`src/hw/accel_pkg.sv`:
```
package accel_pkg;

    localparam int WORD_BITS = 16;
    localparam int ADDR_BITS = 12;
    localparam int DEPTH     = 1 << ADDR_BITS;

    typedef logic [WORD_BITS-1:0] word_t;
    typedef logic [ADDR_BITS-1:0] addr_t;

    // Codes 4 to 7 are undefined
    typedef enum logic [2:0] {
        OP_COPY = 3'd0,
        OP_SWAP = 3'd1,
        OP_ADD  = 3'd2,
        OP_MUL  = 3'd3
    } op_e;

    // Count of zero means no words
    typedef struct packed {
        op_e   op;
        addr_t a_src;
        addr_t b_src;
        addr_t count;
    } instr_t;

    typedef struct packed {
        op_e   op;
        addr_t a_src;
        addr_t b_src;
        addr_t count;
    } job_t;

    typedef struct packed {
        word_t a;
        word_t b;
    } operand_pair_t;

    typedef struct packed {
        word_t uni;
        word_t wei;
    } result_pair_t;

    typedef struct packed {
        logic  en;
        addr_t addr;
        word_t data;
    } wr_port_t;

endpackage

```
`src/hw/result_writer.sv`:
```
`timescale 1ns/1ps

module result_writer (
    input  logic                     clk,
    input  logic                     rst,
    input  logic                     start,
    input  accel_pkg::addr_t         count,
    input  logic                     res_valid,
    input  accel_pkg::result_pair_t  res,
    output logic                     wr_en,
    output accel_pkg::addr_t         wr_addr,
    output accel_pkg::result_pair_t  wr_data,
    output logic                     last_written
);

    accel_pkg::addr_t next_addr;
    accel_pkg::addr_t count_q;

    always_ff @(posedge clk or negedge rst) begin
        if (!rst) begin
            wr_en        <= 1'b0;
            last_written <= 1'b0;
            next_addr    <= '0;
            count_q      <= '0;
        end else begin
            wr_en        <= res_valid;
            last_written <= res_valid && (next_addr == count_q - 1'b1);
            if (start) begin
                next_addr <= '0;
                count_q   <= count;
            end else if (res_valid) begin
                next_addr <= next_addr + 1'b1;
            end
        end
    end

    always_ff @(posedge clk) begin
        if (res_valid) begin
            wr_addr <= next_addr;
            wr_data <= res;
        end
    end

endmodule

```
`config.mk`:
```
export PLATFORM = sky130hd
export DESIGN_NAME = result_writer
export DESIGN_NICKNAME = d
export VERILOG_FILES = /design/src/hw/accel_pkg.sv /design/src/hw/result_writer.sv
export SDC_FILE = /design/constraint.sdc
export NUM_CORES = 1
export LEC_CHECK = 0
export ABC_AREA = 1
export CAP_MARGIN = 20
export CORE_UTILIZATION = 67
export CTS_CLUSTER_SIZE = 16
export DETAILED_ROUTE_END_ITERATION = 8
export DONT_BUFFER_PORTS = 1
export PLACE_DENSITY_LB_ADDON = 0.2
export SYNTH_ARGS = -nofsm -noshare
export SYNTH_HDL_FRONTEND = slang
export SYNTH_SLANG_ARGS = --single-unit
```
`constraint.sdc`:
```
create_clock -name clk -period 3.4 [get_ports clk]
set_clock_uncertainty 0.1 [all_clocks]
set_input_delay 0.17 -clock clk [delete_from_list [all_inputs] [get_ports clk]]
set_output_delay 0.17 -clock clk [all_outputs]
set_load 0.01 [all_outputs]
```
==> reports/qor.yml <==
run_status:
  status: "finished clean"
power:
  pwr-share-clk_pct: 38.0
  p_switching_mw: 0.463
  p_total_mw: 1.91
  p_int_mw: 1.45
  powerDensity_mw_per_mm2: 523
  ir_worst_vdd_mv: 0.378
  comb_power_share_pct: 8.8
  pwr-share-seq_pct: 53.2
  swShare_pct: 24.2
  power.leakage_nw: 1.61
worst_setup_path:
  r2r_cells: 8
  crit_chain: "dlygate4sd3_1 > buf_12 > nand2_2 > nor3_4 > inv_1 > nor2_2 > nand2_1 > o21ai_0 > a21oi_1"
  slowest_stage: "dlygate4sd3_1"
  reg2reg_slack_ps: 1560
  worstSetupStartpointType: "input pin"
  cpPeakStageDelay_ps: 610
  reg2reg_to: "last_written"
  reg2reg_from: "count_q[0]"
  path_max_fanout: 50
  path_class: "input pin to flop"
  required_ps: 3530
  worstSetupEndpointType: "flop"
  cp.arrival_ps: 2070
grt:
  grt_overflow: 0
  antenna_found_initial: 0
  grt_max_degree: 51
  grt_usage_pct: 35.0
  grt_pass1_vias: 2059
  grt_pass1_wl_um: 10800
clock_network:
  cts_buffer_depth: 2
  path_clk_slew_ps: 80
  post_cts_resize_count: 0
  clock-root-buffer: "clkbuf_8"
  postCtsSetupRepairBufs: 0
  cts_inserted_buffers: 9
  clk_latency_ps: 340
  cts_tree: "built"
  ctsHtreeMaxLevel: 3
  cts.sinks: 70
min_path:
  hold-path-cell-count: 3
  min_from: "start"
  holdCritPathClass: "input pin to flop"
  holdPathEnd: "count_q[11]"
cells_and_area:
  most-common-layout-cells: "nand2_1, dlygate4sd3_1, edfxtp_1"
  final_common_cell: "nand2_1"
  synthToLayoutAreaGrowth_pct: 26.9
  layout-drive-gt1-share_pct: 8.59
  layout.nets: 371
  num_antenna_cells: 0
die:
  die_x_um: 67.6
  fp.dieH_um: 67.6
  start_util_pct: 71.0
  std_cell_rows: 23
  ios: 94
  die-area_mm2: 0.00456
  coreArea_mm2: 0.00406
timing:
  drv_slew: 0
  fin_crit_ps: 1950
  hold_violations: 0
  grt_setup_unrepaired: "no"
  max_slew_margin_pct: 43.5
  max_freq_mhz: 514
  setup_tns_ps: 0
  setup_violations: 0
  worst_pin_slew_ps: 845
  finalCritPeriodShare_pct: 57.3
logic_synthesis:
  seq_area_frac_synth_pct: 68.5
  synth.area.top_cells: "edfxtp_1, dfrtp_1, nand2_1"
  synth_warnings: 0
  synth_top_area_share_pct: 45.9
  yosysUniqueCellTypes: 25
  synth.avg_cell_area_um2: 10.9
  syn_area_mm2: 0.00288
  synth_nets: 314
  syn_inst: 264
  synth_area_leader_cell: "edfxtp_1"
  ys_seq_elements: 70
detailed_routing:
  vias: 2251
  vias_per_cell: 5.99
  drt-total-wl_um: 7590
  first_pass_iters: 7
  drcViolationCount: 0
  routedWlPerCell_um: 20.2
  drtIter0Drc: 207
  postRouteAntennaNets: 0
run:
  cap_violations: 0
placed_design:
  gp_congestion: 0.878
  port_buffers: 0
  dpl.hpwl_um: 4000
## power groups by stage
stage               logic (mW)  clock network, mW  registers [mW]
floorplan               0.0737                  0            1.02
global placement        0.0809                  0            1.03
detailed placement      0.0840                  0            1.03
CTS                      0.156              0.719            1.01
global route             0.184              0.765            1.02
finish                   0.168              0.727            1.02
## worst max-delay path: cells and delay by family
family | cells | cell delay (ps)
AO/OA/AOI/OAI | 2 | 280
buffers and inverters | 3 | 990
AND/OR/NAND/NOR | 4 | 620
## per-stage QoR
| step | instance area [um2] | util [%] | worst slack (ps) | hold slack (ps) | std cells |
|---|---|---|---|---|---|
| CTS | 3650 | 90.1 | 1630 | 15.5 | 376 |
| detailed placement | 2930 | 72.2 | 1670 | -225 | 311 |
| floorplan | 2880 | - | 1870 | -226 | 264 |
| global route | 3650 | 90.1 | 1380 | 76.5 | 376 |
| global placement | 2930 | 72.2 | 1780 | -225 | 311 |
| finish | 3650 | 90.1 | 1450 | 68.0 | 376 |
## repair_timing
action / 4_1_cts / 5_1_grt
endpoints found under the hold margin: 121 / 0
endpoints found under the setup margin: 0 / 0
hold buffers: 49 / 0
## area by class of cell
cell class	count	area, um2
Timing Repair Buffer	49	510
Fill cell	145	403
Clock buffer	10	128
Inverter	35	131
Clock inverter	6	86.3
Tap cell	50	62.6
Multi-Input combinational cell	156	764
Sequential cell	70	1970
## how the worst max path moves through the flow
| stage | startpoint | to | slack, ps | cells past startpoint |
|---|---|---|---|---|
| after floorplan | count_q[0] | last_written | 1870 | 8 |
| after global placement | count_q[0] | last_written | 1780 | 8 |
| after detailed placement | count_q[0] | last_written | 1670 | 8 |
| after CTS | res_valid | next_addr[11] | 1630 | 9 |
| after global routing | res_valid | next_addr[7] | 1380 | 9 |
| final | res_valid | next_addr[7] | 1450 | 9 |
## synth_stat cells
master / count
a21oi_1: 7
xor2_1: 5
edfxtp_1: 44
a211oi_1: 2
and3_1: 1
nor2_1: 23
nand3_2: 1
nand2_1: 71
ha_1: 2
nand4_1: 2
nor3_4: 2
inv_2: 1
clkbuf_1: 3
nor2_2: 3
inv_1: 32
o21bai_1: 1
dfrtp_1: 26
nor3_1: 2
o21ai_0: 15
nand4_2: 1
nand2_2: 3
xnor2_1: 2
nand3_1: 12
nor2_4: 1
clkinv_1: 2
## registers in the layout (all words and copies together) (netlist names)
name / cells
last_written: 1
wr_addr: 12
wr_en: 1
wr_data: 32
next_addr: 12
count_q: 12
## logic make-up after synthesis
group                    after synthesis  synth area share (%)
AND/OR/NAND/NOR                      122                  18.9
adder cells (fa/ha/maj)                2                 0.869
buffers and inverters                 38                  4.95
flip-flops                            70                  68.5
XOR/XNOR                               7                  2.13
AO/OA/AOI/OAI                         25                  4.61
## metal layers
layer  wire (um)  up-vias  global-route usage (%)
met3        1060       36                    13.3
met4         329        0                    21.0
met1        2730     1032                    41.1
met5           0        -                       0
met2        3460      207                    54.3
li1            -      976                       -
No activity file was read; power rests on OpenSTA's default activity.
