===== config.mk =====
export PLATFORM = sky130hd
export DESIGN_NAME = stream_fetch
export DESIGN_NICKNAME = d
export VERILOG_FILES = /design/src/hw/accel_pkg.sv /design/src/hw/stream_fetch.sv
export SDC_FILE = /design/constraint.sdc
export NUM_CORES = 1
export LEC_CHECK = 0
export ABC_AREA = 0
export BUFFER_PORTS_ARGS = -buffer_cell sky130_fd_sc_hd__buf_2
export CAP_MARGIN = 20
export CORE_MARGIN = 3
export CORE_UTILIZATION = 48
export CTS_BUF_LIST = sky130_fd_sc_hd__clkbuf_2
export CTS_CLUSTER_DIAMETER = 40
export DETAILED_ROUTE_END_ITERATION = 6
export MAX_ROUTING_LAYER = met4
export PLACE_DENSITY = 0.88
export SETUP_SLACK_MARGIN = 0.02
export SKIP_CTS_REPAIR_TIMING = 1
export SLEW_MARGIN = 20
export SYNTH_ARGS = -nofsm -noshare
export SYNTH_HDL_FRONTEND = slang
export SYNTH_SLANG_ARGS = --single-unit

===== constraint.sdc =====
create_clock -name clk -period 1.8 [get_ports clk]
set_input_delay 0.36 -clock clk [delete_from_list [all_inputs] [get_ports clk]]
set_output_delay 0.36 -clock clk [all_outputs]
set_load 0.03 [all_outputs]

===== src/hw/accel_pkg.sv =====
package accel_pkg;

    localparam int WORD_BITS = 16;
    localparam int ADDR_BITS = 12;
    localparam int DEPTH     = 1 << ADDR_BITS;

    typedef logic [WORD_BITS-1:0] word_t;
    typedef logic [ADDR_BITS-1:0] addr_t;

    // Codes 4 to 7 are undefined
    typedef enum logic [2:0] {
        OP_COPY = 3'd0,
        OP_SWAP = 3'd1,
        OP_ADD  = 3'd2,
        OP_MUL  = 3'd3
    } op_e;

    // Count of zero means no words
    typedef struct packed {
        op_e   op;
        addr_t a_src;
        addr_t b_src;
        addr_t count;
    } instr_t;

    typedef struct packed {
        op_e   op;
        addr_t a_src;
        addr_t b_src;
        addr_t count;
    } job_t;

    typedef struct packed {
        word_t a;
        word_t b;
    } operand_pair_t;

    typedef struct packed {
        word_t uni;
        word_t wei;
    } result_pair_t;

    typedef struct packed {
        logic  en;
        addr_t addr;
        word_t data;
    } wr_port_t;

endpackage


===== src/hw/stream_fetch.sv =====
`timescale 1ns/1ps

module stream_fetch (
    input  logic              clk,
    input  logic              rst,
    input  logic              start,
    input  accel_pkg::job_t   job,
    output logic              rd_en,
    output accel_pkg::addr_t  a_rd_addr,
    output accel_pkg::addr_t  b_rd_addr,
    output logic              pair_valid,
    output accel_pkg::op_e    op,
    output logic              fetch_last
);

    // Words still to read, including the one on the bus now
    accel_pkg::addr_t remaining;

    assign fetch_last = rd_en && (remaining == accel_pkg::ADDR_BITS'(1));

    always_ff @(posedge clk or negedge rst) begin
        if (!rst) begin
            rd_en      <= 1'b0;
            remaining  <= '0;
            pair_valid <= 1'b0;
        end else begin
            // RAM data appears one cycle after the read
            pair_valid <= rd_en;
            if (start) begin
                rd_en     <= (job.count != '0);
                remaining <= job.count;
            end else if (rd_en) begin
                remaining <= remaining - 1'b1;
                if (fetch_last) begin
                    rd_en <= 1'b0;
                end
            end
        end
    end

    // Addresses wrap modulo DEPTH
    always_ff @(posedge clk) begin
        if (start) begin
            a_rd_addr <= job.a_src;
            b_rd_addr <= job.b_src;
            op        <= job.op;
        end else if (rd_en) begin
            a_rd_addr <= a_rd_addr + 1'b1;
            b_rd_addr <= b_rd_addr + 1'b1;
        end
    end

endmodule


==> impl_metrics.py <==
metrics = {
    "cts": {
        "clkTransAtPathRegs_ns": 0.21,
        "clk_path_buf_depth": 2,
        "insertion_delay_ns": 0.42,
        "cts_tree": "built",
        "ctsHtreeMaxLevel": 2,
        "cts_root_buffer": "clkbuf_2",
        "clock_sinks": 41,
        "numCtsBuffers": 5,
    },
    "setup_path": {
        "crit_fanout": 3,
        "arrival_ns": 1.89,
        "cp-end-kind": "output pin",
        "r2r_setup_slack_ns": 0.05,
        "required_ns": 1.44,
        "max_stage_delay_ns": 0.56,
        "criticalPathCategory": "reg2out",
        "reg2reg_depth": 3,
        "critPathLaunchType": "flip-flop",
        "slowest_stage": "or4_4",
        "path_cells": "or4_4, nand3b_1, nor2_2, buf_6",
        "r2r-start": "remaining[4]$_DFFE_PN0P_",
        "worst_r2r_endpoint": "remaining[9]$_DFFE_PN0P_",
        "startpoint": "remaining[8]$_DFFE_PN0P_",
    },
    "worst_hold_path": {
        "hold_depth": 1,
        "hold_end": "op[0]$_DFFE_PP_",
        "hp-start": "job[36]",
        "hp-class": "in2reg",
    },
    "detailed_routing": {
        "wirelength_um": 5820,
        "ant_nets": 0,
        "wire_per_inst_um": 16.1,
        "met3WireLength_um": 370,
        "drc": 0,
        "m1WireLength_um": 2470,
        "wl_met2_um": 2910,
        "num_vias": 2137,
        "highest_layer": "met4",
        "drt_iter0_markers": 178,
        "vias_per_cell": 5.90,
        "drtPass1Iterations": 4,
    },
    "sta": {
        "fmax_mhz": 444,
        "rsz0062_at_grt": "yes",
        "holdWs_ns": 0.113,
        "fin_crit_ns": 2.25,
        "skew_ns": 0.0301,
        "tns_ns": -0.455,
        "period_share": 1.25,
        "slew_headroom": 0.723,
        "finalHoldViolCount": 0,
        "setup_viol": 1,
        "setup_ws_ns": -0.455,
        "report.final.slew_viol_count": 0,
        "tightest_slew_ns": 0.412,
    },
    "floorplan": {
        "placementRows": 24,
        "die_area_um2": 5670,
        "initial_utilization": 0.512,
        "coreArea_um2": 4500,
        "die_height_um": 75.3,
        "ioPinCount": 72,
        "die_x_um": 75.3,
    },
    "finish": {
        "syn_to_final_growth_pct": 26.9,
        "layout-drive-gt1-share": 0.365,
        "diodes": 0,
        "fillerInstances": 370,
        "final_nets": 355,
        "stdcell_count": 362,
    },
    "synthesis": {
        "yosysSeqAreaShare": 0.503,
        "syn-instance-count": 225,
        "synth_xor_area_frac": 0.0380,
        "synth_fa_ha_area_frac": 0.0217,
        "syn_avg_cell_area_um2": 10.3,
        "yosys.cell_types.count": 38,
        "synth_compound_area_frac": 0.142,
        "yosys.area_share.simple": 0.231,
        "synth_area_um2": 2310,
        "ys_ff_latch": 41,
        "synth_top_family_by_area": "simple AND/OR/NAND/NOR gates",
        "syn-num-nets": 271,
        "muxShareOfSynthArea": 0.0190,
        "ys_warn_count": 0,
    },
    "grt": {
        "grt_max_degree": 25,
        "grt_pass1_wl_um": 8760,
        "grt-ovfl-total": 0,
        "grtUsageTotal": 0.209,
        "first_global_vias": 1904,
        "antenna_found_initial": 0,
    },
    "place": {
        "hpwl_um": 4260,
        "gp_congestion": 0.836,
        "dp_cells": 350,
        "portBuffers": 71,
    },
    "status": {
        "failed_checks": "negative setup slack",
        "outcome": "finished, violations left",
    },
    "power_and_ir_drop": {
        "peakVddDrop_v": 0.000516,
        "power.leakage_nw": 1.18,
        "power_density_nw_per_um2": 859,
    },
    "job": {
        "cap_viol_max_count": 0,
    },
}
-- state kept, by name, summed over array words and instances, names as in the netlist --
name,count
b_rd_addr,12
pair_valid,1
a_rd_addr,12
remaining,12
op,3
rd_en,1
-- how the worst max path moves through the flow --
stage	slack, ns	to	cells after the start
2_1_floorplan	0.02	remaining[11]$_DFFE_PN0P_	4
5_1_grt	-0.50	fetch_last	4
3_3_place_gp	0.0002	fetch_last	4
3_5_place_dp	-0.01	fetch_last	4
4_1_cts	-0.51	fetch_last	4
6_report	-0.45	fetch_last	4
-- placed cells by master, fill, tap and decap left out, drive strengths merged, types with 3 or more instances in the layout --
cell    instances
buf            86
edfxtp         27
nand2          26
or4            17
nor2           16
nand3          16
o21ai          15
dfrtp          14
a31oi          13
o31ai           9
inv             7
nand4           6
o211ai          6
xnor2           6
clkbuf          6
xor2            4
nor4            4
ha              4
mux2            3
or3             3
-- cells by family after synthesis --
family | Yosys count
buf+inv | 18
flops | 41
mux | 4
simple gates | 99
compound gates | 49
fa+ha+maj | 4
xor+xnor | 10
-- cells in the mapped netlist --
library cell | number | area [µm²]
nand3b_1 | 2 | 15.0
clkbuf_8 | 3 | 41.3
clkinv_1 | 1 | 3.75
nand3_1 | 16 | 80.1
a311o_1 | 1 | 10.0
or3_2 | 1 | 7.51
o311a_1 | 1 | 10.0
clkbuf_1 | 6 | 22.5
a31o_2 | 1 | 8.76
nand4_1 | 6 | 37.5
edfxtp_1 | 27 | 811
o211ai_1 | 6 | 45.0
or2_2 | 2 | 12.5
buf_6 | 1 | 11.3
or3_1 | 2 | 12.5
nand2_1 | 26 | 97.6
nand2b_1 | 1 | 6.26
o31ai_1 | 9 | 67.6
or4_4 | 1 | 11.3
nor4bb_1 | 1 | 10.0
a221o_1 | 1 | 10.0
or4_1 | 16 | 120
nor4b_1 | 2 | 17.5
xor2_1 | 4 | 35.0
nor2_1 | 16 | 60.1
o31a_2 | 1 | 10.0
mux2i_1 | 1 | 10.0
o21ai_0 | 15 | 75.1
ha_1 | 4 | 50.1
xnor2_1 | 6 | 52.6
a31oi_1 | 13 | 81.3
o31a_1 | 1 | 8.76
dfrtp_1 | 14 | 350
inv_1 | 7 | 26.3
or4b_1 | 1 | 10.0
nor3_1 | 2 | 10.0
mux2_2 | 3 | 33.8
nor4_1 | 4 | 25.0
-- metal layers --
layer	GRT usage	vias to the layer above
li1	-	1042
met1	0.273	1008
met2	0.326	78
met3	0.0449	9
met4	0.0680	0
met5	-	-
-- metrics by stage --
step                instance area, µm²  power (mW)  utilization  setup WS (ns)
global route                      2930        2.64        0.650         -0.501
finish                            2930        2.51        0.650         -0.455
floorplan                         2340        1.73            -         0.0208
CTS                               2860        2.50        0.634         -0.507
global placement                  2790        1.94        0.620       0.000218
detailed placement                2790        1.97        0.620        -0.0102
-- layout make-up --
type	count	area (µm²)	area share
Clock buffer	6	30.0	0.0103
Sequential cell	41	1160	0.397
Timing Repair Buffer	87	497	0.170
Clock inverter	2	33.8	0.0115
Multi-Input combinational cell	166	1110	0.379
Tap cell	52	65.1	0.0222
Inverter	8	30.0	0.0103
-- power breakdown --
group          switching, mW  internal (mW)  leakage [nW]
clock network          0.306          0.237        0.0406
logic                  0.417          0.267         0.699
registers              0.144           1.14         0.438
total                  0.867           1.65          1.18
-- worst max-delay path: cells and delay by family (launching register included) --
family	cells	cell delay, ns
buffers and inverters	1	0.14
flip-flops	1	0.43
AND/OR/NAND/NOR	3	0.91
Power figures use the tool's default switching activity.
