`src/hw/accel_pkg.sv`:
```
package accel_pkg;

    localparam int WORD_BITS = 16;
    localparam int ADDR_BITS = 12;
    localparam int DEPTH     = 1 << ADDR_BITS;

    typedef logic [WORD_BITS-1:0] word_t;
    typedef logic [ADDR_BITS-1:0] addr_t;

    // Codes 4 to 7 are undefined
    typedef enum logic [2:0] {
        OP_COPY = 3'd0,
        OP_SWAP = 3'd1,
        OP_ADD  = 3'd2,
        OP_MUL  = 3'd3
    } op_e;

    // Count of zero means no words
    typedef struct packed {
        op_e   op;
        addr_t a_src;
        addr_t b_src;
        addr_t count;
    } instr_t;

    typedef struct packed {
        op_e   op;
        addr_t a_src;
        addr_t b_src;
        addr_t count;
    } job_t;

    typedef struct packed {
        word_t a;
        word_t b;
    } operand_pair_t;

    typedef struct packed {
        word_t uni;
        word_t wei;
    } result_pair_t;

    typedef struct packed {
        logic  en;
        addr_t addr;
        word_t data;
    } wr_port_t;

endpackage

```
`src/hw/pe_lane.sv`:
```
`timescale 1ns/1ps

module pe_lane (
    input  logic                      clk,
    input  logic                      rst,
    input  logic                      pair_valid,
    input  accel_pkg::operand_pair_t  operands,
    input  accel_pkg::op_e            op,
    output logic                      res_valid,
    output accel_pkg::result_pair_t   res
);

    logic                                s1_valid;
    accel_pkg::operand_pair_t            s1_pair;
    accel_pkg::op_e                      s1_op;
    logic [2*accel_pkg::WORD_BITS-1:0]   prod;
    accel_pkg::result_pair_t             calc;

    assign prod = (2*accel_pkg::WORD_BITS)'(s1_pair.a) * (2*accel_pkg::WORD_BITS)'(s1_pair.b);

    always_comb begin
        case (s1_op)
            accel_pkg::OP_SWAP: calc = '{uni: s1_pair.b, wei: s1_pair.a};
            accel_pkg::OP_ADD:  calc = '{uni: s1_pair.a + s1_pair.b, wei: s1_pair.a - s1_pair.b};
            accel_pkg::OP_MUL: begin
                calc = '{uni: prod[accel_pkg::WORD_BITS-1:0],
                         wei: prod[2*accel_pkg::WORD_BITS-1:accel_pkg::WORD_BITS]};
            end
            default:            calc = '{uni: s1_pair.a, wei: s1_pair.b};
        endcase
    end

    // Valid bits follow the data through both stages
    always_ff @(posedge clk or negedge rst) begin
        if (!rst) begin
            s1_valid  <= 1'b0;
            res_valid <= 1'b0;
        end else begin
            s1_valid  <= pair_valid;
            res_valid <= s1_valid;
        end
    end

    always_ff @(posedge clk) begin
        s1_pair <= operands;
        s1_op   <= op;
        res     <= calc;
    end

endmodule

```
`config.mk`:
```
export PLATFORM = sky130hd
export DESIGN_NAME = pe_lane
export DESIGN_NICKNAME = d
export VERILOG_FILES = /design/src/hw/accel_pkg.sv /design/src/hw/pe_lane.sv
export SDC_FILE = /design/constraint.sdc
export NUM_CORES = 1
export LEC_CHECK = 0
export BUFFER_PORTS_ARGS = -buffer_cell sky130_fd_sc_hd__buf_4
export CAP_MARGIN = 30
export CORE_MARGIN = 5
export CORE_UTILIZATION = 64
export DETAILED_ROUTE_END_ITERATION = 10
export PLACE_DENSITY = 0.85
export SLEW_MARGIN = 10
export SYNTH_ARGS = -nofsm -noshare
export SYNTH_HDL_FRONTEND = slang
export SYNTH_SLANG_ARGS = --single-unit
```
`constraint.sdc`:
```
create_clock -name clk -period 6.5 [get_ports clk]
set_input_delay 0.65 -clock clk [delete_from_list [all_inputs] [get_ports clk]]
set_output_delay 0.65 -clock clk [all_outputs]
set_load 0.01 [all_outputs]
```
==> out/results.txt, run 1 <==
Combinational cell fraction of total power: 0.862
Area delta synth->final: 9.684%
Worst Hold Class: in -> async
Startpoint Class: register
Avg WL per Cell: 21.68 um
DR vias: 10.65k
Ant diodes: 0
Register share of total power: 0.076
Finished Cell Area: 13430 sq um
Final HPWL from detailed placement: 29700 um
Final Slew Violations: 0
RD Place Congestion: 1.010
Slew @ Worst Pin: 0.8744 ns
Max rail drop VDD: 0.0006438 V
Clock Skews: 0.01113 ns
Post-Synthesis Cells: 1423
Endpoints failing setup: 0
Avg Inst Size Synth: 8.607 sq um
Nets@finish: 1852
Worst path bufs/invs: 3
Int Power: 3.309 mW
Dpl cells: 1706
Mapped Area: 12250 sq um
CTS Buf Count: 9
Pwr Density: 555.9 nW/um^2
H-tree Lvls: 3
Largest net degree at the start of global routing: 39
Number of port buffers: 70
Final WL: 37340 um
Slowest CP cell: dfxtp_1
Synth unique cells: 74
Row cnt: 50
Sw Ratio: 0.5569
Die height: 148.3 um
Kind of critical path: reg -> reg
Yosys reg bits: 69
RSZ-0062 raised after global routing: no
Vias per cell: 6.187
Commonest cells after routing, fill and taps aside: inv_1, fa_1, nand2_1, ha_1, buf_4
Required @ worst endpoint: 6.70 ns
CTS tree: done
Root Buffer: clkbuf_16
Max-cap violations: 0
Critical Path AT: 6.47 ns
Post-CTS Setup Repair Bufs: 0
Top FF cell, synth: dfxtp_1
Gr usage total: 0.3498
First-pass GRT wire length: 59930 um
CP Max Fanout: 12
Most common library cell in the layout ignoring fill and taps: inv_1
Period utilization: 0.9642
Post-DRT Antenna Nets: 0
Leak: 6.692 nW
EDFF count, synth: 0
Initial Util: 0.6526
Clock power share: 0.062
Sw Pwr: 4.159 mW
Grt total ovfl: 0
Slew Limit Headroom: 0.4109
Drt pass-1 iters: 6
Top delay family on crit path: adder cells
Initial antenna violation count: 0
Num Clock Sinks: 69
Layout cell share with drive strength beyond 1: 0.1055
Synth async-reset ratio: 0.02899
Drt drc: 0
Die width: 148.3 um
Post-DP Area: 13160 sq um
Clk buf depth: 2
Iteration-0 DRC Markers: 1128
CORE AREA: 18770 sq um
Ports: 71
Non-filler cells, final: 1722
Status: completed
Worst Setup End Kind: register
CP Cell Sequence: nand2_1 > fa_1 > fa_1 > inv_1 > fa_1 > fa_1 > fa_1 > inv_1 > fa_1 > inv_1 > ha_1 > a21oi_1 > o32ai_1 > nor2_1 > o21ai_1 > a21boi_1 > o21ai_0 > xnor2_1 > o221ai_1
Tmin final: 6.267 ns
Vias in the first global route: 11.49k
Mapped Nets: 1792
CP peak stage delay: 0.72 ns
Fin. Hold Viols: 0
Clock transition at path regs: 0.06 ns
Setup TNS: 0 ns
Sequential share of the synthesized area: 0.1136
Clk_lat worst skew: 0.35 ns
Synth warnings: 0
Max Freq: 0.1596 GHz
Die area: 22000 sq um
CP dominant cell by count: fa_1
-- routing by layer --
metal / track usage / vias to the layer above / part of all wire
li1: - / 4635 / -
met1: 0.4383 / 5184 / 0.37
met2: 0.5821 / 668 / 0.47
met3: 0.07099 / 167 / 0.098
met4: 0.1691 / 0 / 0.057
met5: 0 / - / 0
-- area by class of cell --
| type | count | area (sq um) |
|---|---|---|
| Multi-Input combinational cell | 1019 | 9597 |
| Fill cell | 1418 | 5334 |
| Sequential cell | 69 | 1396 |
| Inverter | 267 | 1002 |
| Timing Repair Buffer | 117 | 878.3 |
| Tap cell | 234 | 292.8 |
| Clock buffer | 9 | 225.2 |
| Clock inverter | 7 | 42.54 |
-- worst paths after layout --
| path | cells past startpoint | endpoint | slack (ns) | start |
|---|---|---|---|---|
| worst max register to register | 19 | res[6]$_DFF_P_ | 0.23 | s1_pair[1]$_DFF_P_ |
| worst min-delay path | 1 | s1_valid$_DFF_PN0_ | 0.07 | rst |
| worst min register to register | 0 | res_valid$_DFF_PN0_ | 0.35 | s1_valid$_DFF_PN0_ |
| min in group clk | 0 | res_valid$_DFF_PN0_ | 0.35 | s1_valid$_DFF_PN0_ |
| worst max-delay path | 19 | res[6]$_DFF_P_ | 0.23 | s1_pair[1]$_DFF_P_ |
| max in group asynchronous | 1 | res_valid$_DFF_PN0_ | 6.34 | rst |
-- power groups by stage --
stage / logic, mW / clock network, mW / registers [mW]
3_3_place_gp: 6.14 / 0 / 0.574
6_report: 6.44 / 0.461 / 0.571
5_1_grt: 7.09 / 0.480 / 0.576
2_1_floorplan: 4.56 / 0 / 0.576
3_5_place_dp: 6.27 / 0 / 0.574
4_1_cts: 6.32 / 0.460 / 0.567
-- cell usage after synthesis (all sizes together) (7+ instances only) --
| cell type | number | share of area |
|---|---|---|
| inv | 266 | 0.082 |
| fa | 196 | 0.32 |
| nand2 | 178 | 0.055 |
| ha | 135 | 0.14 |
| and2 | 89 | 0.045 |
| nor2 | 70 | 0.022 |
| a21oi | 69 | 0.028 |
| dfxtp | 67 | 0.11 |
| clkbuf | 63 | 0.019 |
| o21ai | 45 | 0.019 |
| xnor2 | 32 | 0.023 |
| nor3 | 14 | 0.0057 |
| a211oi | 13 | 0.0080 |
| a21o | 12 | 0.0074 |
| nand2b | 12 | 0.0067 |
| nand3 | 12 | 0.0049 |
| xor2 | 10 | 0.0072 |
| or3 | 8 | 0.0041 |
| a221oi | 7 | 0.0055 |
| mux2i | 7 | 0.0057 |
| o21a | 7 | 0.0043 |
-- flip-flops by register name, summed over array words and instances, names as in the netlist --
signal,flops
res,32
res_valid,1
s1_op,3
s1_pair,32
s1_valid,1
-- worst register-to-register path, stage by stage, from the launching register on --
cell	delay (ns)
dfxtp_1	0.72
nand2_1	0.20
fa_1	0.55
fa_1	0.56
inv_1	0.06
fa_1	0.48
fa_1	0.46
fa_1	0.53
inv_1	0.06
fa_1	0.47
inv_1	0.05
ha_1	0.36
a21oi_1	0.28
o32ai_1	0.13
nor2_1	0.12
o21ai_1	0.14
a21boi_1	0.32
o21ai_0	0.16
xnor2_1	0.31
o221ai_1	0.17
-- metrics by stage --
| stage | worst slack (ns) | util | hold WS [ns] | power, mW |
|---|---|---|---|---|
| floorplan | 0.7433 | - | 0.3312 | 5.136 |
| global placement | 0.2874 | 0.7013 | 0.3332 | 6.712 |
| detailed placement | 0.1455 | 0.7013 | 0.3379 | 6.845 |
| CTS | 0.1754 | 0.7155 | 0.07179 | 7.350 |
| global route | 0.01073 | 0.7158 | 0.06954 | 8.148 |
| finish | 0.2327 | 0.7158 | 0.07098 | 7.468 |
-- what timing repair did --
item,CTS,global route
hold buffers,0,0
endpoints found under the setup margin,0,9
resized for setup,0,4
-- logic make-up after synthesis --
group / synth area share
AOI/OAI and AO/OA: 0.1298
xor gates and xnor gates: 0.03003
adders and majority gates: 0.4583
buffers and inverters: 0.1029
DFF: 0.1136
muxes: 0.007560
and+or+nand+nor: 0.1578
No activity file was read; power rests on OpenSTA's default activity.
==> run 2, diff against run 1 <==
--- a/config.mk
+++ b/config.mk
@@ -10,6 +10,7 @@
 export CORE_MARGIN = 5
 export CORE_UTILIZATION = 64
 export DETAILED_ROUTE_END_ITERATION = 10
+export GPL_TIMING_DRIVEN = 0
 export PLACE_DENSITY = 0.85
 export SLEW_MARGIN = 10
 export SYNTH_ARGS = -nofsm -noshare
==> constraint.sdc (replaced) <==
create_clock -name clk -period 6.2 [get_ports clk]
set_input_delay 0.62 -clock clk [delete_from_list [all_inputs] [get_ports clk]]
set_output_delay 0.62 -clock clk [all_outputs]
set_load 0.01 [all_outputs]
==> out/results.txt, run 2 (synthesis gave the netlist of run 1 again) <==
Status: completed
Pwr Density: 604.5 nW/um^2
Die area: 22000 sq um
Clock power share: 0.073
Slowest CP cell: fa_1
Fill count: 1424
Final HPWL from detailed placement: 31620 um
Clock transition at path regs: 0.06 ns
Sw Ratio: 0.5490
Startpoint Class: register
Max-cap violations: 0
CP dominant cell by count: fa_1
Worst Setup End Kind: register
Grt total ovfl: 0
Worst Hold Class: in -> async
Sw Pwr: 4.555 mW
Register share of total power: 0.071
CP Cell Sequence: clkbuf_4 > nand2_1 > fa_1 > fa_1 > inv_1 > fa_1 > fa_1 > fa_1 > inv_1 > fa_1 > inv_1 > ha_2 > nand2_1 > or3_1 > o21ai_2 > a21oi_1 > xnor2_1 > a221oi_1 > a21oi_1
Root Buffer: clkbuf_16
Ports: 71
Largest regs: res x32, s1_pair x32, s1_op x3
Slew @ Worst Pin: 0.6397 ns
Critical Path AT: 6.33 ns
Int Power: 3.742 mW
Final WL: 39750 um
CTS tree: done
Post-DRT Antenna Nets: 0
Max rail drop VDD: 0.0008807 V
Die width: 148.3 um
First-pass GRT wire length: 62180 um
Fin. Hold Viols: 0
Avg WL per Cell: 22.82 um
Required @ worst endpoint: 6.45 ns
Initial antenna violation count: 0
Commonest cells after routing, fill and taps aside: inv_1, fa_1, nand2_1, ha_1, and2_1
H-tree Lvls: 3
Area delta synth->final: 12.07%
Clock Skews: 0.008142 ns
Period utilization: 0.9807
Final Slew Violations: 0
RSZ-0062 raised after global routing: yes
Gr usage total: 0.3693
Drt drc: 0
Most common library cell in the layout ignoring fill and taps: inv_1
CP peak stage delay: 0.54 ns
Nets@finish: 1871
Leak: 6.733 nW
RD Place Congestion: 0.9894
Drt pass-1 iters: 6
CTS Buf Count: 9
Row cnt: 50
Vias in the first global route: 11.37k
Clk buf depth: 2
Num Clock Sinks: 69
Number of port buffers: 70
Die height: 148.3 um
Combinational cell fraction of total power: 0.856
Kind of critical path: reg -> reg
DR vias: 10.81k
Iteration-0 DRC Markers: 1035
Layout cell share with drive strength beyond 1: 0.1221
Tmin final: 6.080 ns
Initial Util: 0.6526
Vias per cell: 6.207
Slew Limit Headroom: 0.5709
Endpoints failing setup: 0
Max Freq: 0.1645 GHz
Clk_lat worst skew: 0.35 ns
CORE AREA: 18770 sq um
Total power draw: 8.298 mW
Post-DP Area: 13070 sq um
Hold Buf Count CTS: 0
Finished Cell Area: 13730 sq um
CP Max Fanout: 10
Largest net degree at the start of global routing: 14
==> run 2: changes by cell type in the layout (fill, tap and decap cells not counted), sizes merged <==
cell      delta
buf         -29
bufinv       +3
clkbuf      +48
clkinv       -1
clkinvlp     -2
diode        +1
==> run 2: worst paths after layout <==
| path | startpoint | end | slack (ns) | depth (start not counted) |
|---|---|---|---|---|
| max | s1_pair[30]$_DFF_P_ | res[4]$_DFF_P_ | 0.12 | 19 |
| min | rst | s1_valid$_DFF_PN0_ | 0.04 | 1 |
| max reg2reg | s1_pair[30]$_DFF_P_ | res[4]$_DFF_P_ | 0.12 | 19 |
| min reg2reg | s1_valid$_DFF_PN0_ | res_valid$_DFF_PN0_ | 0.35 | 0 |
| max in group asynchronous | rst | res_valid$_DFF_PN0_ | 6.07 | 1 |
| min in group clk | s1_valid$_DFF_PN0_ | res_valid$_DFF_PN0_ | 0.35 | 0 |
==> run 2: critical path: cells and delay by family, from the launching register on <==
kind                       cells  cell delay, ns
xor gates and xnor gates       1            0.30
DFF                            1            0.45
adders and majority gates      7            3.45
and+or+nand+nor                3            0.59
AOI/OAI and AO/OA              4            0.75
buffers and inverters          4            0.44
==> run 2: area by class of cell <==
class	count	area [sq um]	share of cell area
clock inverters	7	123.9	0.009024
diodes	1	2.502	0.0001823
multi-input cells	1019	9696	0.7063
plain buffers	66	404.1	0.02944
clock buffers	9	225.2	0.01641
well taps	234	292.8	0.02133
inverters	267	1002	0.07301
repair buffers	70	525.5	0.03828
flip-flops and latches	69	1455	0.1060
==> run 2: routing by layer <==
layer | share of wire | up-vias | wire length (um) | GRT usage
met5 | 0 | - | 0 | 0
li1 | - | 4682 | - | -
met3 | 0.12 | 178 | 4632 | 0.09049
met2 | 0.46 | 704 | 18260 | 0.5956
met4 | 0.062 | 0 | 2458 | 0.1880
met1 | 0.36 | 5249 | 14390 | 0.4650
==> run 2: per-stage QoR <==
stage / utilization / setup WS (ns) / hold slack (ns) / setup TNS (ns) / cells
after floorplan: - / 0.4433 / 0.3244 / 0 / 1423
after global placement: 0.6962 / -0.6591 / 0.3370 / -10.18 / 1727
after detailed placement: 0.6962 / -0.7347 / 0.3449 / -11.43 / 1727
after CTS: 0.7211 / 0.003315 / 0.04323 / 0 / 1742
after global routing: 0.7313 / -0.008375 / 0.03890 / -0.01526 / 1741
final: 0.7314 / 0.1195 / 0.04386 / 0 / 1742
==> run 2: what timing repair did <==
| item | 4_1_cts | 5_1_grt |
|---|---|---|
| pin swaps | 0 | 4 |
| buffers inserted | 0 | 0 |
| hold endpoints to repair | 0 | 0 |
| endpoints found under the setup margin | 21 | 17 |
| resized for setup | 70 | 94 |
==> run 2: power groups by stage <==
stage | registers, mW | clock network [mW] | logic (mW)
2_1_floorplan | 0.604 | 0 | 4.78
3_3_place_gp | 0.592 | 0 | 6.49
3_5_place_dp | 0.594 | 0 | 6.54
4_1_cts | 0.587 | 0.604 | 6.63
5_1_grt | 0.596 | 0.625 | 7.78
6_report | 0.589 | 0.603 | 7.11
