$ cat config.mk
export PLATFORM = sky130hd
export DESIGN_NAME = main_ctrl
export DESIGN_NICKNAME = d
export VERILOG_FILES = /design/src/hw/accel_pkg.sv /design/src/hw/main_ctrl.sv
export SDC_FILE = /design/constraint.sdc
export NUM_CORES = 1
export LEC_CHECK = 0
export ABC_AREA = 0
export BUFFER_PORTS_ARGS = -buffer_cell sky130_fd_sc_hd__buf_2
export CELL_PAD_IN_SITES_DETAIL_PLACEMENT = 0
export CELL_PAD_IN_SITES_GLOBAL_PLACEMENT = 2
export CORE_MARGIN = 10
export CORE_UTILIZATION = 29
export DETAILED_ROUTE_END_ITERATION = 8
export PLACE_DENSITY = 0.86
export SYNTH_ARGS = -nofsm -noshare
export SYNTH_HDL_FRONTEND = slang
export SYNTH_SLANG_ARGS = --single-unit
export TNS_END_PERCENT = 50
$ cat constraint.sdc
create_clock -name clk -period 3.96 [get_ports clk]
set_clock_uncertainty 0.1 [all_clocks]
set_input_delay 0.792 -clock clk [delete_from_list [all_inputs] [get_ports clk]]
set_output_delay 0.792 -clock clk [all_outputs]
set_load 0.1 [all_outputs]
$ cat src/hw/accel_pkg.sv
package accel_pkg;

    localparam int WORD_BITS = 16;
    localparam int ADDR_BITS = 12;
    localparam int DEPTH     = 1 << ADDR_BITS;

    typedef logic [WORD_BITS-1:0] word_t;
    typedef logic [ADDR_BITS-1:0] addr_t;

    // Codes 4 to 7 are undefined
    typedef enum logic [2:0] {
        OP_COPY = 3'd0,
        OP_SWAP = 3'd1,
        OP_ADD  = 3'd2,
        OP_MUL  = 3'd3
    } op_e;

    // Count of zero means no words
    typedef struct packed {
        op_e   op;
        addr_t a_src;
        addr_t b_src;
        addr_t count;
    } instr_t;

    typedef struct packed {
        op_e   op;
        addr_t a_src;
        addr_t b_src;
        addr_t count;
    } job_t;

    typedef struct packed {
        word_t a;
        word_t b;
    } operand_pair_t;

    typedef struct packed {
        word_t uni;
        word_t wei;
    } result_pair_t;

    typedef struct packed {
        logic  en;
        addr_t addr;
        word_t data;
    } wr_port_t;

endpackage

$ cat src/hw/main_ctrl.sv
`timescale 1ns/1ps

module main_ctrl (
    input  logic               clk,
    input  logic               rst,
    input  logic               instr_valid,
    input  accel_pkg::instr_t  instr,
    output logic               ack,
    output logic               done,
    output logic               start,
    output accel_pkg::job_t    job,
    input  logic               last_written
);

    typedef enum logic {
        ST_IDLE,
        ST_BUSY
    } state_e;

    state_e state;
    logic   accept;
    logic   op_ok;
    logic   launch;

    // Strobes are only taken while idle
    assign accept = (state == ST_IDLE) && instr_valid;

    assign op_ok = instr.op inside {accel_pkg::OP_COPY, accel_pkg::OP_SWAP,
                                    accel_pkg::OP_ADD, accel_pkg::OP_MUL};

    assign launch = accept && op_ok && (instr.count != '0);

    always_ff @(posedge clk or negedge rst) begin
        if (!rst) begin
            state <= ST_IDLE;
            ack   <= 1'b0;
            done  <= 1'b0;
            start <= 1'b0;
        end else begin
            ack   <= accept;
            start <= launch;
            case (state)
                ST_IDLE: begin
                    if (launch) begin
                        done  <= 1'b0;
                        state <= ST_BUSY;
                    end else if (accept && op_ok) begin
                        // Empty job is finished at once
                        done <= 1'b1;
                    end
                end
                ST_BUSY: begin
                    if (last_written) begin
                        done  <= 1'b1;
                        state <= ST_IDLE;
                    end
                end
                default: begin
                    state <= ST_IDLE;
                end
            endcase
        end
    end

    always_ff @(posedge clk) begin
        if (launch) begin
            job <= '{
                op:    instr.op,
                a_src: instr.a_src,
                b_src: instr.b_src,
                count: instr.count
            };
        end
    end

endmodule

==> flow_metrics.env, run 1 <==
export IMPL_nets=188
export IMPL_clock_latency_ns=0.28
export IMPL_r2r_start="state"
export IMPL_finalHoldViolCount=0
export IMPL_syn_to_final_growth_pct=43.2
export IMPL_gpl_final_weighted_congestion=0.670
export IMPL_drtAntennaViolNets=0
export IMPL_n_antenna_cell=0
export IMPL_total_leakage_power_nw=0.816
export IMPL_worst_slew_pin_slew_ns=0.659
export IMPL_synth_cell_types=10
export IMPL_coreArea_sq_mm=0.00441
export IMPL_clkPwrFrac_pct=25.4
export IMPL_cts_root_buf="clkbuf_8"
export IMPL_chipHeight_um=88.2
export IMPL_hold_buffers=0
export IMPL_outcome="finished clean"
export IMPL_final_common_cell="buf_2"
export IMPL_ios=85
export IMPL_cp_end_kind="flip-flop"
export IMPL_routed_wl_mm=3.33
export IMPL_combPwrFrac_pct=21.4
export IMPL_cts_sinks=43
export IMPL_drive_gt1_share_pct=63.7
export IMPL_seqPwrFrac_pct=53.2
export IMPL_switching_share_pct=32.0
export IMPL_syn_avg_cell_area_sq_um=25.4
export IMPL_synth_area_sq_mm=0.00135
export IMPL_cts_resized=0
export IMPL_numCtsBuffers=5
export IMPL_syn_num_nets=96
export IMPL_vias_per_cell=4.17
export IMPL_clkTransAtPathRegs_ns=0.07
export IMPL_synth_top_area_share_pct=86.9
export IMPL_rrSetupSlack_ns=1.76
export IMPL_relSlewSlack_pct=56.1
export IMPL_path_max_fanout=22
export IMPL_initial_core_util_pct=30.5
export IMPL_vias=825
export IMPL_portBuffers=84
export IMPL_cts_tree="done"
export IMPL_finalCritPeriodShare_pct=60.8
export IMPL_placementRows=24
export IMPL_max_vdd_ir_drop_mv=0.185
export IMPL_dp_slack_ns=1.22
export IMPL_switching_power_w=0.000318
export IMPL_critPathLaunchType="input port"
export IMPL_postCtsSetupBuffers=0
export IMPL_path_class="in2reg"
export IMPL_drt_iter0_markers=31
export IMPL_crit_path_start="instr[38]"
export IMPL_worst_ep_required_time_ns=3.82
export IMPL_setup_viol=0
export IMPL_finalMaxSlewViolations=0
export IMPL_max_freq_mhz=415
export IMPL_grt_total_usage_pct=8.25
export IMPL_synth_area_top_cells="edfxtp_1 87%, dfrtp_1 7.4%, a31oi_2 0.93%"
export IMPL_yosysWarningCount=0
export IMPL_fin_crit_ns=2.41
export IMPL_crit_arrival_ns=2.27
export IMPL_grt_pass1_wl_mm=4.69
export IMPL_setup_ws_ns=1.55
export IMPL_yosysTopAreaCell="edfxtp_1"
export IMPL_maxCapViolCount=0
export IMPL_grt_overflow=0
export IMPL_h_tree_depth=2
export IMPL_hp_class="in2async"
export IMPL_antenna_found_initial=0
export IMPL_fin_setup_tns_ns=0
export IMPL_dieArea_sq_mm=0.00777
export IMPL_final_cell_mix="84 x buf_2, 39 x edfxtp_1, 5 x clkbuf_8"
export IMPL_intPower_w=0.000675
export IMPL_crit_path_end="job[3]"
export IMPL_die_width_um=88.2
export IMPL_clock_path_buffers=2
export IMPL_rsz0062_at_grt="false"
export IMPL_rr_worst_depth=3
export IMPL_drtPass1Iterations=4
export IMPL_power_density_mw_per_mm2=515
export IMPL_ys_ff_latch=43
export IMPL_wire_per_inst_um=16.8
export IMPL_syn_inst=53
export IMPL_grt_pass1_vias=924
export IMPL_ys_seq_area_share_pct=94.3
export IMPL_grt_start_max_net_pins=23
export IMPL_route_detailed_drc=0
export IMPL_reg2reg_to="job[3]"
[kinds of logic after synthesis]
logic type	Yosys count	synth area share, %
compound gates	4	2.23
buf+inv	1	0.278
flops	43	94.3
simple gates	5	3.16
[synth_stat cells (all sizes together)]
cell     n
a21o     1
a21oi    2
a31oi    1
dfrtp    4
edfxtp  39
inv      1
nor2b    1
nor4     3
or3b     1
[worst min path at each step]
| stage | end | slack [ns] |
|---|---|---|
| floorplan | ack | 0.35 |
| global placement | ack | 0.37 |
| detailed placement | ack | 0.37 |
| CTS | start | 0.19 |
| global route | ack | 0.19 |
| finish | start | 0.20 |
[metrics by stage]
step                      hold slack, ns  power [W]  utilization [%]  area (sq um)  std cells
final                              0.198   0.000993             43.7          1930        198
after global routing               0.188    0.00103             43.7          1930        198
after floorplan                    0.347   0.000704                -          1350         53
after detailed placement           0.372   0.000753             41.9          1850        190
after global placement             0.370   0.000750             41.9          1850        190
after CTS                          0.188    0.00101             43.7          1930        198
[flip-flops by register name, indices dropped and copies added (netlist names)]
| signal | cells |
|---|---|
| job | 39 |
| ack | 1 |
| done | 1 |
| start | 1 |
| state | 1 |
[critical path, stage by stage]
cell,delay (ns)
buf_2,0.10
or3b_4,0.41
a31oi_4,0.55
buf_4,0.40
[power by group through the flow]
stage | clock network [W] | logic [W] | registers, W
CTS | 0.000262 | 0.000215 | 0.000529
global route | 0.000284 | 0.000220 | 0.000531
global placement | 0 | 0.000212 | 0.000538
floorplan | 0 | 0.0000132 | 0.000690
finish | 0.000252 | 0.000213 | 0.000528
detailed placement | 0 | 0.000215 | 0.000538
[layout make-up]
cell class | instances | area, sq um
Clock buffer | 6 | 72.6
Clock inverter | 2 | 7.51
Fill cell | 426 | 2480
Inverter | 1 | 3.75
Multi-Input combinational cell | 9 | 81.3
Sequential cell | 43 | 1270
Tap cell | 52 | 65.1
Timing Repair Buffer | 85 | 428
[layer usage]
layer  vias up  GRT usage (%)  wire [um]
met3         4           5.85        528
met4         0           4.71         51
met5         -              0          0
met2        52           12.7       1560
met1       377           8.04       1190
li1        392              -          -
(Power assumes the default switching activity.)
==> inputs of run 2 (changes only) <==
--- a/config.mk
+++ b/config.mk
@@ -10,9 +10,9 @@
 export CELL_PAD_IN_SITES_DETAIL_PLACEMENT = 0
 export CELL_PAD_IN_SITES_GLOBAL_PLACEMENT = 2
 export CORE_MARGIN = 10
-export CORE_UTILIZATION = 29
+export CORE_UTILIZATION = 24
 export DETAILED_ROUTE_END_ITERATION = 8
-export PLACE_DENSITY = 0.86
+export PLACE_DENSITY = 0.77
 export SYNTH_ARGS = -nofsm -noshare
 export SYNTH_HDL_FRONTEND = slang
 export SYNTH_SLANG_ARGS = --single-unit
==> constraint.sdc (replaced) <==
create_clock -name clk -period 2.1 [get_ports clk]
set_clock_uncertainty 0.1 [all_clocks]
set_input_delay 0.42 -clock clk [delete_from_list [all_inputs] [get_ports clk]]
set_output_delay 0.42 -clock clk [all_outputs]
set_load 0.1 [all_outputs]
==> run 2 against run 1 <==
Register-to-register slack worse by 1.3 ns. Utilization shrank 6.8 points. Largest power group unchanged. Sequential power up 89%. Largest cell class unchanged. Non-clock buffer count up 5. Via count rose by 4.7%. Critical path type is now reg2reg.
==> flow_metrics.env, run 2 (synthesis gave the netlist of run 1 again) <==
export IMPL_worst_slew_pin_slew_ns=0.508
export IMPL_syn_to_final_growth_pct=50.0
export IMPL_finalHoldViolCount=0
export IMPL_critPathSlowestCell="dfrtp_1"
export IMPL_slowest_delay_ns=0.42
export IMPL_clock_path_buffers=2
export IMPL_h_tree_depth=2
export IMPL_power_density_mw_per_mm2=994
export IMPL_cts_tree="done"
export IMPL_grt_overflow=0
export IMPL_drt_iter0_markers=35
export IMPL_final_seq_area_sq_mm=0.00127
export IMPL_die_width_um=94.9
export IMPL_maxCapViolCount=0
export IMPL_dieArea_sq_mm=0.00901
export IMPL_cts_root_buf="clkbuf_8"
export IMPL_grt_pass1_vias=973
export IMPL_regMostFlops="job"
export IMPL_worst_ep_required_time_ns=1.98
export IMPL_path_class="reg2reg"
export IMPL_cp_end_kind="flip-flop"
export IMPL_path_max_fanout=15
export IMPL_chipHeight_um=94.9
export IMPL_rsz0062_at_grt="false"
export IMPL_portBuffers=84
export IMPL_placementRows=27
export IMPL_drtAntennaViolNets=0
export IMPL_vias=864
export IMPL_cts_sinks=43
export IMPL_grt_pass1_wl_mm=5.25
export IMPL_combPwrFrac_pct=20.3
export IMPL_max_freq_mhz=603
export IMPL_grt_total_usage_pct=7.94
export IMPL_ios=85
export IMPL_intPower_w=0.00140
export IMPL_post_route_util_pct=36.9
export IMPL_multi_input_area_sq_um=81.3
export IMPL_max_vdd_ir_drop_mv=0.374
export IMPL_wire_per_inst_um=16.1
export IMPL_numCtsBuffers=5
export IMPL_dp_slack_ns=0.303
export IMPL_vias_per_cell=3.87
export IMPL_antenna_found_initial=0
export IMPL_hp_class="in2reg"
export IMPL_initial_core_util_pct=24.6
export IMPL_n_antenna_cell=0
export IMPL_relSlewSlack_pct=66.3
export IMPL_route_detailed_drc=0
export IMPL_drtPass1Iterations=3
export IMPL_critPathLaunchType="flip-flop"
export IMPL_dp_hpwl_mm=3.02
export IMPL_clock_latency_ns=0.28
export IMPL_outcome="finished clean"
export IMPL_gpl_final_weighted_congestion=0.739
export IMPL_routedLengthMet1_mm=1.24
export IMPL_final_common_cell="buf_2"
export IMPL_crit_path_cell_trace="or3b_4, a31oi_4, buf_4"
export IMPL_path_buf_inv=1
export IMPL_nets=193
export IMPL_final_cell_mix="84 x buf_2, 39 x edfxtp_1, 5 x clkbuf_8, 5 x buf_4, 4 x dfrtp_1"
export IMPL_clkPwrFrac_pct=30.1
export IMPL_switching_power_w=0.000611
export IMPL_finalMaxSlewViolations=0
export IMPL_setup_ws_ns=0.440
export IMPL_fin_crit_ns=1.66
export IMPL_clkTransAtPathRegs_ns=0.08
export IMPL_nFillCells=547
export IMPL_seqPwrFrac_pct=49.6
export IMPL_switching_share_pct=30.4
export IMPL_coreArea_sq_mm=0.00547
export IMPL_dr_max_layer_used="met4"
export IMPL_postCtsSetupBuffers=0
export IMPL_routed_wl_mm=3.58
export IMPL_finalCritPeriodShare_pct=79.0
export IMPL_path_delay_family="flip-flops"
export IMPL_setup_viol=0
export IMPL_crit_arrival_ns=1.54
export IMPL_total_leakage_power_nw=0.857
export IMPL_wl_met3_um=419
export IMPL_largest_reg_flops=39
export IMPL_wl_met2_mm=1.85
export IMPL_grt_start_max_net_pins=16
export IMPL_fin_setup_tns_ns=0
export IMPL_drive_gt1_share_pct=65.6
run 2: what timing repair did:
item | 4_1_cts | 5_1_grt
hold buffers | 1 | 0
resized for setup | 0 | 0
endpoints found under the hold margin | 4 | 0
run 2: worst register-to-register path: stages, from the launching register on:
cell,delay [ns]
dfrtp_1,0.42
or3b_4,0.41
a31oi_4,0.17
buf_4,0.26
run 2: layer usage:
metal	GRT usage, %	vias to the layer above
li1	-	403
met1	7.42	407
met2	13.7	48
met3	4.44	6
met4	4.11	0
met5	0	-
run 2: power by group through the flow:
| stage | Sequential (W) | Combinational, W | Clock (W) |
|---|---|---|---|
| floorplan | 0.00130 | 0.0000265 | 0 |
| global placement | 0.00101 | 0.000405 | 0 |
| detailed placement | 0.00102 | 0.000412 | 0 |
| CTS | 0.000997 | 0.000414 | 0.000631 |
| global route | 0.00100 | 0.000424 | 0.000682 |
| finish | 0.000997 | 0.000409 | 0.000605 |
run 2: final timing paths:
check                          start       to  slack [ns]  depth (start not counted)
min in group asynchronous        rst      ack        0.38                          2
max in group asynchronous        rst     done        1.41                          2
min                        instr[32]  job[32]        0.20                          1
min reg2reg                    state      ack        0.40                          1
max                            state   job[0]        0.44                          3
max reg2reg                    state   job[0]        0.44                          3
run 2: cell type report:
cell class                 count  area share [%]
inverter                       1           0.186
timing repair buffer          90            23.1
multi-input combinational      9            4.02
clock buffer                   5            3.40
clock inverter                 3            1.92
tap                           72            4.46
sequential                    43            62.9
run 2: stage by stage:
stage	total power [W]	cell area, sq um	cells	hold slack [ns]
after global routing	0.00211	2020	223	0.179
final	0.00201	2020	223	0.202
after floorplan	0.00133	1360	53	0.0244
after detailed placement	0.00143	1900	214	0.126
after global placement	0.00142	1900	214	0.121
after CTS	0.00204	2020	223	0.191
==> inputs of run 3 (changes only) <==
--- a/config.mk
+++ b/config.mk
@@ -10,9 +10,9 @@
 export CELL_PAD_IN_SITES_DETAIL_PLACEMENT = 0
 export CELL_PAD_IN_SITES_GLOBAL_PLACEMENT = 2
 export CORE_MARGIN = 10
-export CORE_UTILIZATION = 24
+export CORE_UTILIZATION = 27
 export DETAILED_ROUTE_END_ITERATION = 8
-export PLACE_DENSITY = 0.77
+export PLACE_DENSITY = 0.81
 export SYNTH_ARGS = -nofsm -noshare
 export SYNTH_HDL_FRONTEND = slang
 export SYNTH_SLANG_ARGS = --single-unit
==> constraint.sdc (replaced) <==
create_clock -name clk -period 1.7 [get_ports clk]
set_clock_uncertainty 0.1 [all_clocks]
set_input_delay 0.34 -clock clk [delete_from_list [all_inputs] [get_ports clk]]
set_output_delay 0.34 -clock clk [all_outputs]
set_load 0.1 [all_outputs]
==> run 3 against run 2 <==
Clock power rose by 25%. Maximum frequency is 1.7% higher. Sequential share of layout area decreased by 0.31 points. Critical path depth stayed put. Cell count fell by 2.7%. Routed wire length shrank 3.6%. Hold slack got worse by 0.078 ns. Combinational power rose by 25%. Global-route usage is 0.28 points higher. Die area shrank 8.8%. Cell area rose by 0.50%. Critical endpoint is now job[28]. Largest cell class unchanged. Largest power group unchanged.
==> flow_metrics.env, run 3 (synthesis gave the netlist of run 1 again) <==
export IMPL_outcome="finished clean"
export IMPL_setup_viol=0
export IMPL_ios=85
export IMPL_dp_cells=208
export IMPL_cp_end_kind="flip-flop"
export IMPL_finalCritPeriodShare_pct=96.0
export IMPL_crit_path_end="job[28]"
export IMPL_critPathSlowestCell="dfrtp_1"
export IMPL_cts_tree="done"
export IMPL_h_tree_depth=2
export IMPL_nets=192
export IMPL_vias_per_cell=4.01
export IMPL_rrSetupSlack_ns=0.07
export IMPL_drive_gt1_share_pct=64.7
export IMPL_clock_path_buffers=2
export IMPL_routed_wl_mm=3.45
export IMPL_power_density_mw_per_mm2=1230
export IMPL_antenna_found_initial=0
export IMPL_coreArea_sq_mm=0.00479
export IMPL_path_max_fanout=21
export IMPL_reg2reg_to="job[28]"
export IMPL_critPathLaunchType="flip-flop"
export IMPL_wl_met3_um=508
export IMPL_rsz0062_at_grt="false"
export IMPL_grt_pass1_vias=1006
export IMPL_cts_resized=0
export IMPL_fin_setup_tns_ns=0
export IMPL_numCtsBuffers=5
export IMPL_hold_buffers=1
export IMPL_max_freq_mhz=613
export IMPL_fin_cells=217
export IMPL_largest_reg_flops=39
export IMPL_n_antenna_cell=0
export IMPL_route_detailed_drc=0
export IMPL_syn_to_final_growth_pct=50.8
export IMPL_postCtsSetupBuffers=0
export IMPL_initial_core_util_pct=28.2
export IMPL_rr_worst_depth=3
export IMPL_crit_arrival_ns=1.53
export IMPL_clock_latency_ns=0.28
export IMPL_r2r_start="state"
export IMPL_total_leakage_power_nw=0.855
export IMPL_worst_ep_required_time_ns=1.60
export IMPL_drtPass1Iterations=4
export IMPL_grt_total_usage_pct=8.23
export IMPL_placementRows=25
export IMPL_routedLengthMet1_mm=1.19
export IMPL_relSlewSlack_pct=66.2
export IMPL_vias=871
export IMPL_slowest_delay_ns=0.41
export IMPL_final_common_cell="buf_2"
export IMPL_path_class="reg2reg"
export IMPL_fin_crit_ns=1.63
export IMPL_wl_met2_mm=1.70
export IMPL_drt_iter0_markers=44
export IMPL_dr_max_layer_used="met4"
export IMPL_hp_class="in2reg"
export IMPL_wire_per_inst_um=15.9
export IMPL_finalMaxSlewViolations=0
export IMPL_post_route_util_pct=42.5
export IMPL_grt_overflow=0
export IMPL_maxCapViolCount=0
export IMPL_clkTransAtPathRegs_ns=0.07
export IMPL_cts_sinks=43
export IMPL_finalHoldViolCount=0
export IMPL_portBuffers=84
export IMPL_crit_path_start="state"
export IMPL_grt_pass1_wl_mm=5.16
export IMPL_die_width_um=90.6
export IMPL_whs_ns=0.125
export IMPL_drtAntennaViolNets=0
export IMPL_regMostFlops="job"
export IMPL_cts_root_buf="clkbuf_8"
export IMPL_final_cell_mix="84 x buf_2, 39 x edfxtp_1, 5 x clkbuf_8"
export IMPL_dieArea_sq_mm=0.00822
export IMPL_grt_start_max_net_pins=22
export IMPL_chipHeight_um=90.6
export IMPL_crit_path_cell_trace="or3b_4, a31oi_4, buf_12"
export IMPL_worst_slew_pin_slew_ns=0.510
export IMPL_gpl_final_weighted_congestion=0.667
export IMPL_max_vdd_ir_drop_mv=0.450
==> run 3: cell count changes in the layout (fill, tap and decap cells not counted) <==
cell and delta:
clkbuf_1 +2, clkinv_2 -1, buf_12 +2, buf_4 -3, clkinv_1 -1
==> run 3: final cells by class <==
type	count	area, sq um
clock buffers	7	76.3
clock inverters	1	30.0
fillers	445	2750
inverters	1	3.75
multi-input cells	9	81.3
flip-flops and latches	43	1270
well taps	67	83.8
repair buffers	89	485
==> run 3: metrics by stage <==
| step | total power [W] | cell area, sq um | setup WS (ns) |
|---|---|---|---|
| final | 0.00250 | 2030 | 0.0687 |
| after global routing | 0.00259 | 2030 | 0.0301 |
| after CTS | 0.00253 | 2030 | 0.0674 |
| after detailed placement | 0.00177 | 1920 | 0.00303 |
| after global placement | 0.00176 | 1920 | 0.0233 |
| after floorplan | 0.00164 | 1360 | -0.353 |
==> run 3: per-layer routing <==
| metal | track usage (%) | vias up |
|---|---|---|
| met5 | 0 | - |
| met3 | 5.32 | 5 |
| met1 | 8.02 | 412 |
| met2 | 13.5 | 52 |
| li1 | - | 402 |
| met4 | 3.58 | 0 |
==> run 3: power by group <==
group	switching, W	internal [W]
combinational	0.000423	0.0000888
sequential	0.0000144	0.00122
clock	0.000315	0.000439
==> run 3: critical path: cells and delay by family (launching register included) <==
kind / cells / cell delay, ns
flip-flops: 1 / 0.41
AND/OR/NAND/NOR: 1 / 0.40
AO/OA/AOI/OAI: 1 / 0.22
buffers and inverters: 1 / 0.20
==> run 3: worst min path at each step <==
stage          slack [ns]  cells past startpoint  endpoint      start
2_1_floorplan       -0.06                      0       ack        rst
3_3_place_gp         0.04                      1     state        rst
3_5_place_dp         0.05                      1     start        rst
4_1_cts              0.11                      1   job[25]  instr[25]
5_1_grt              0.10                      1   job[22]  instr[22]
6_report             0.12                      1   job[23]  instr[23]
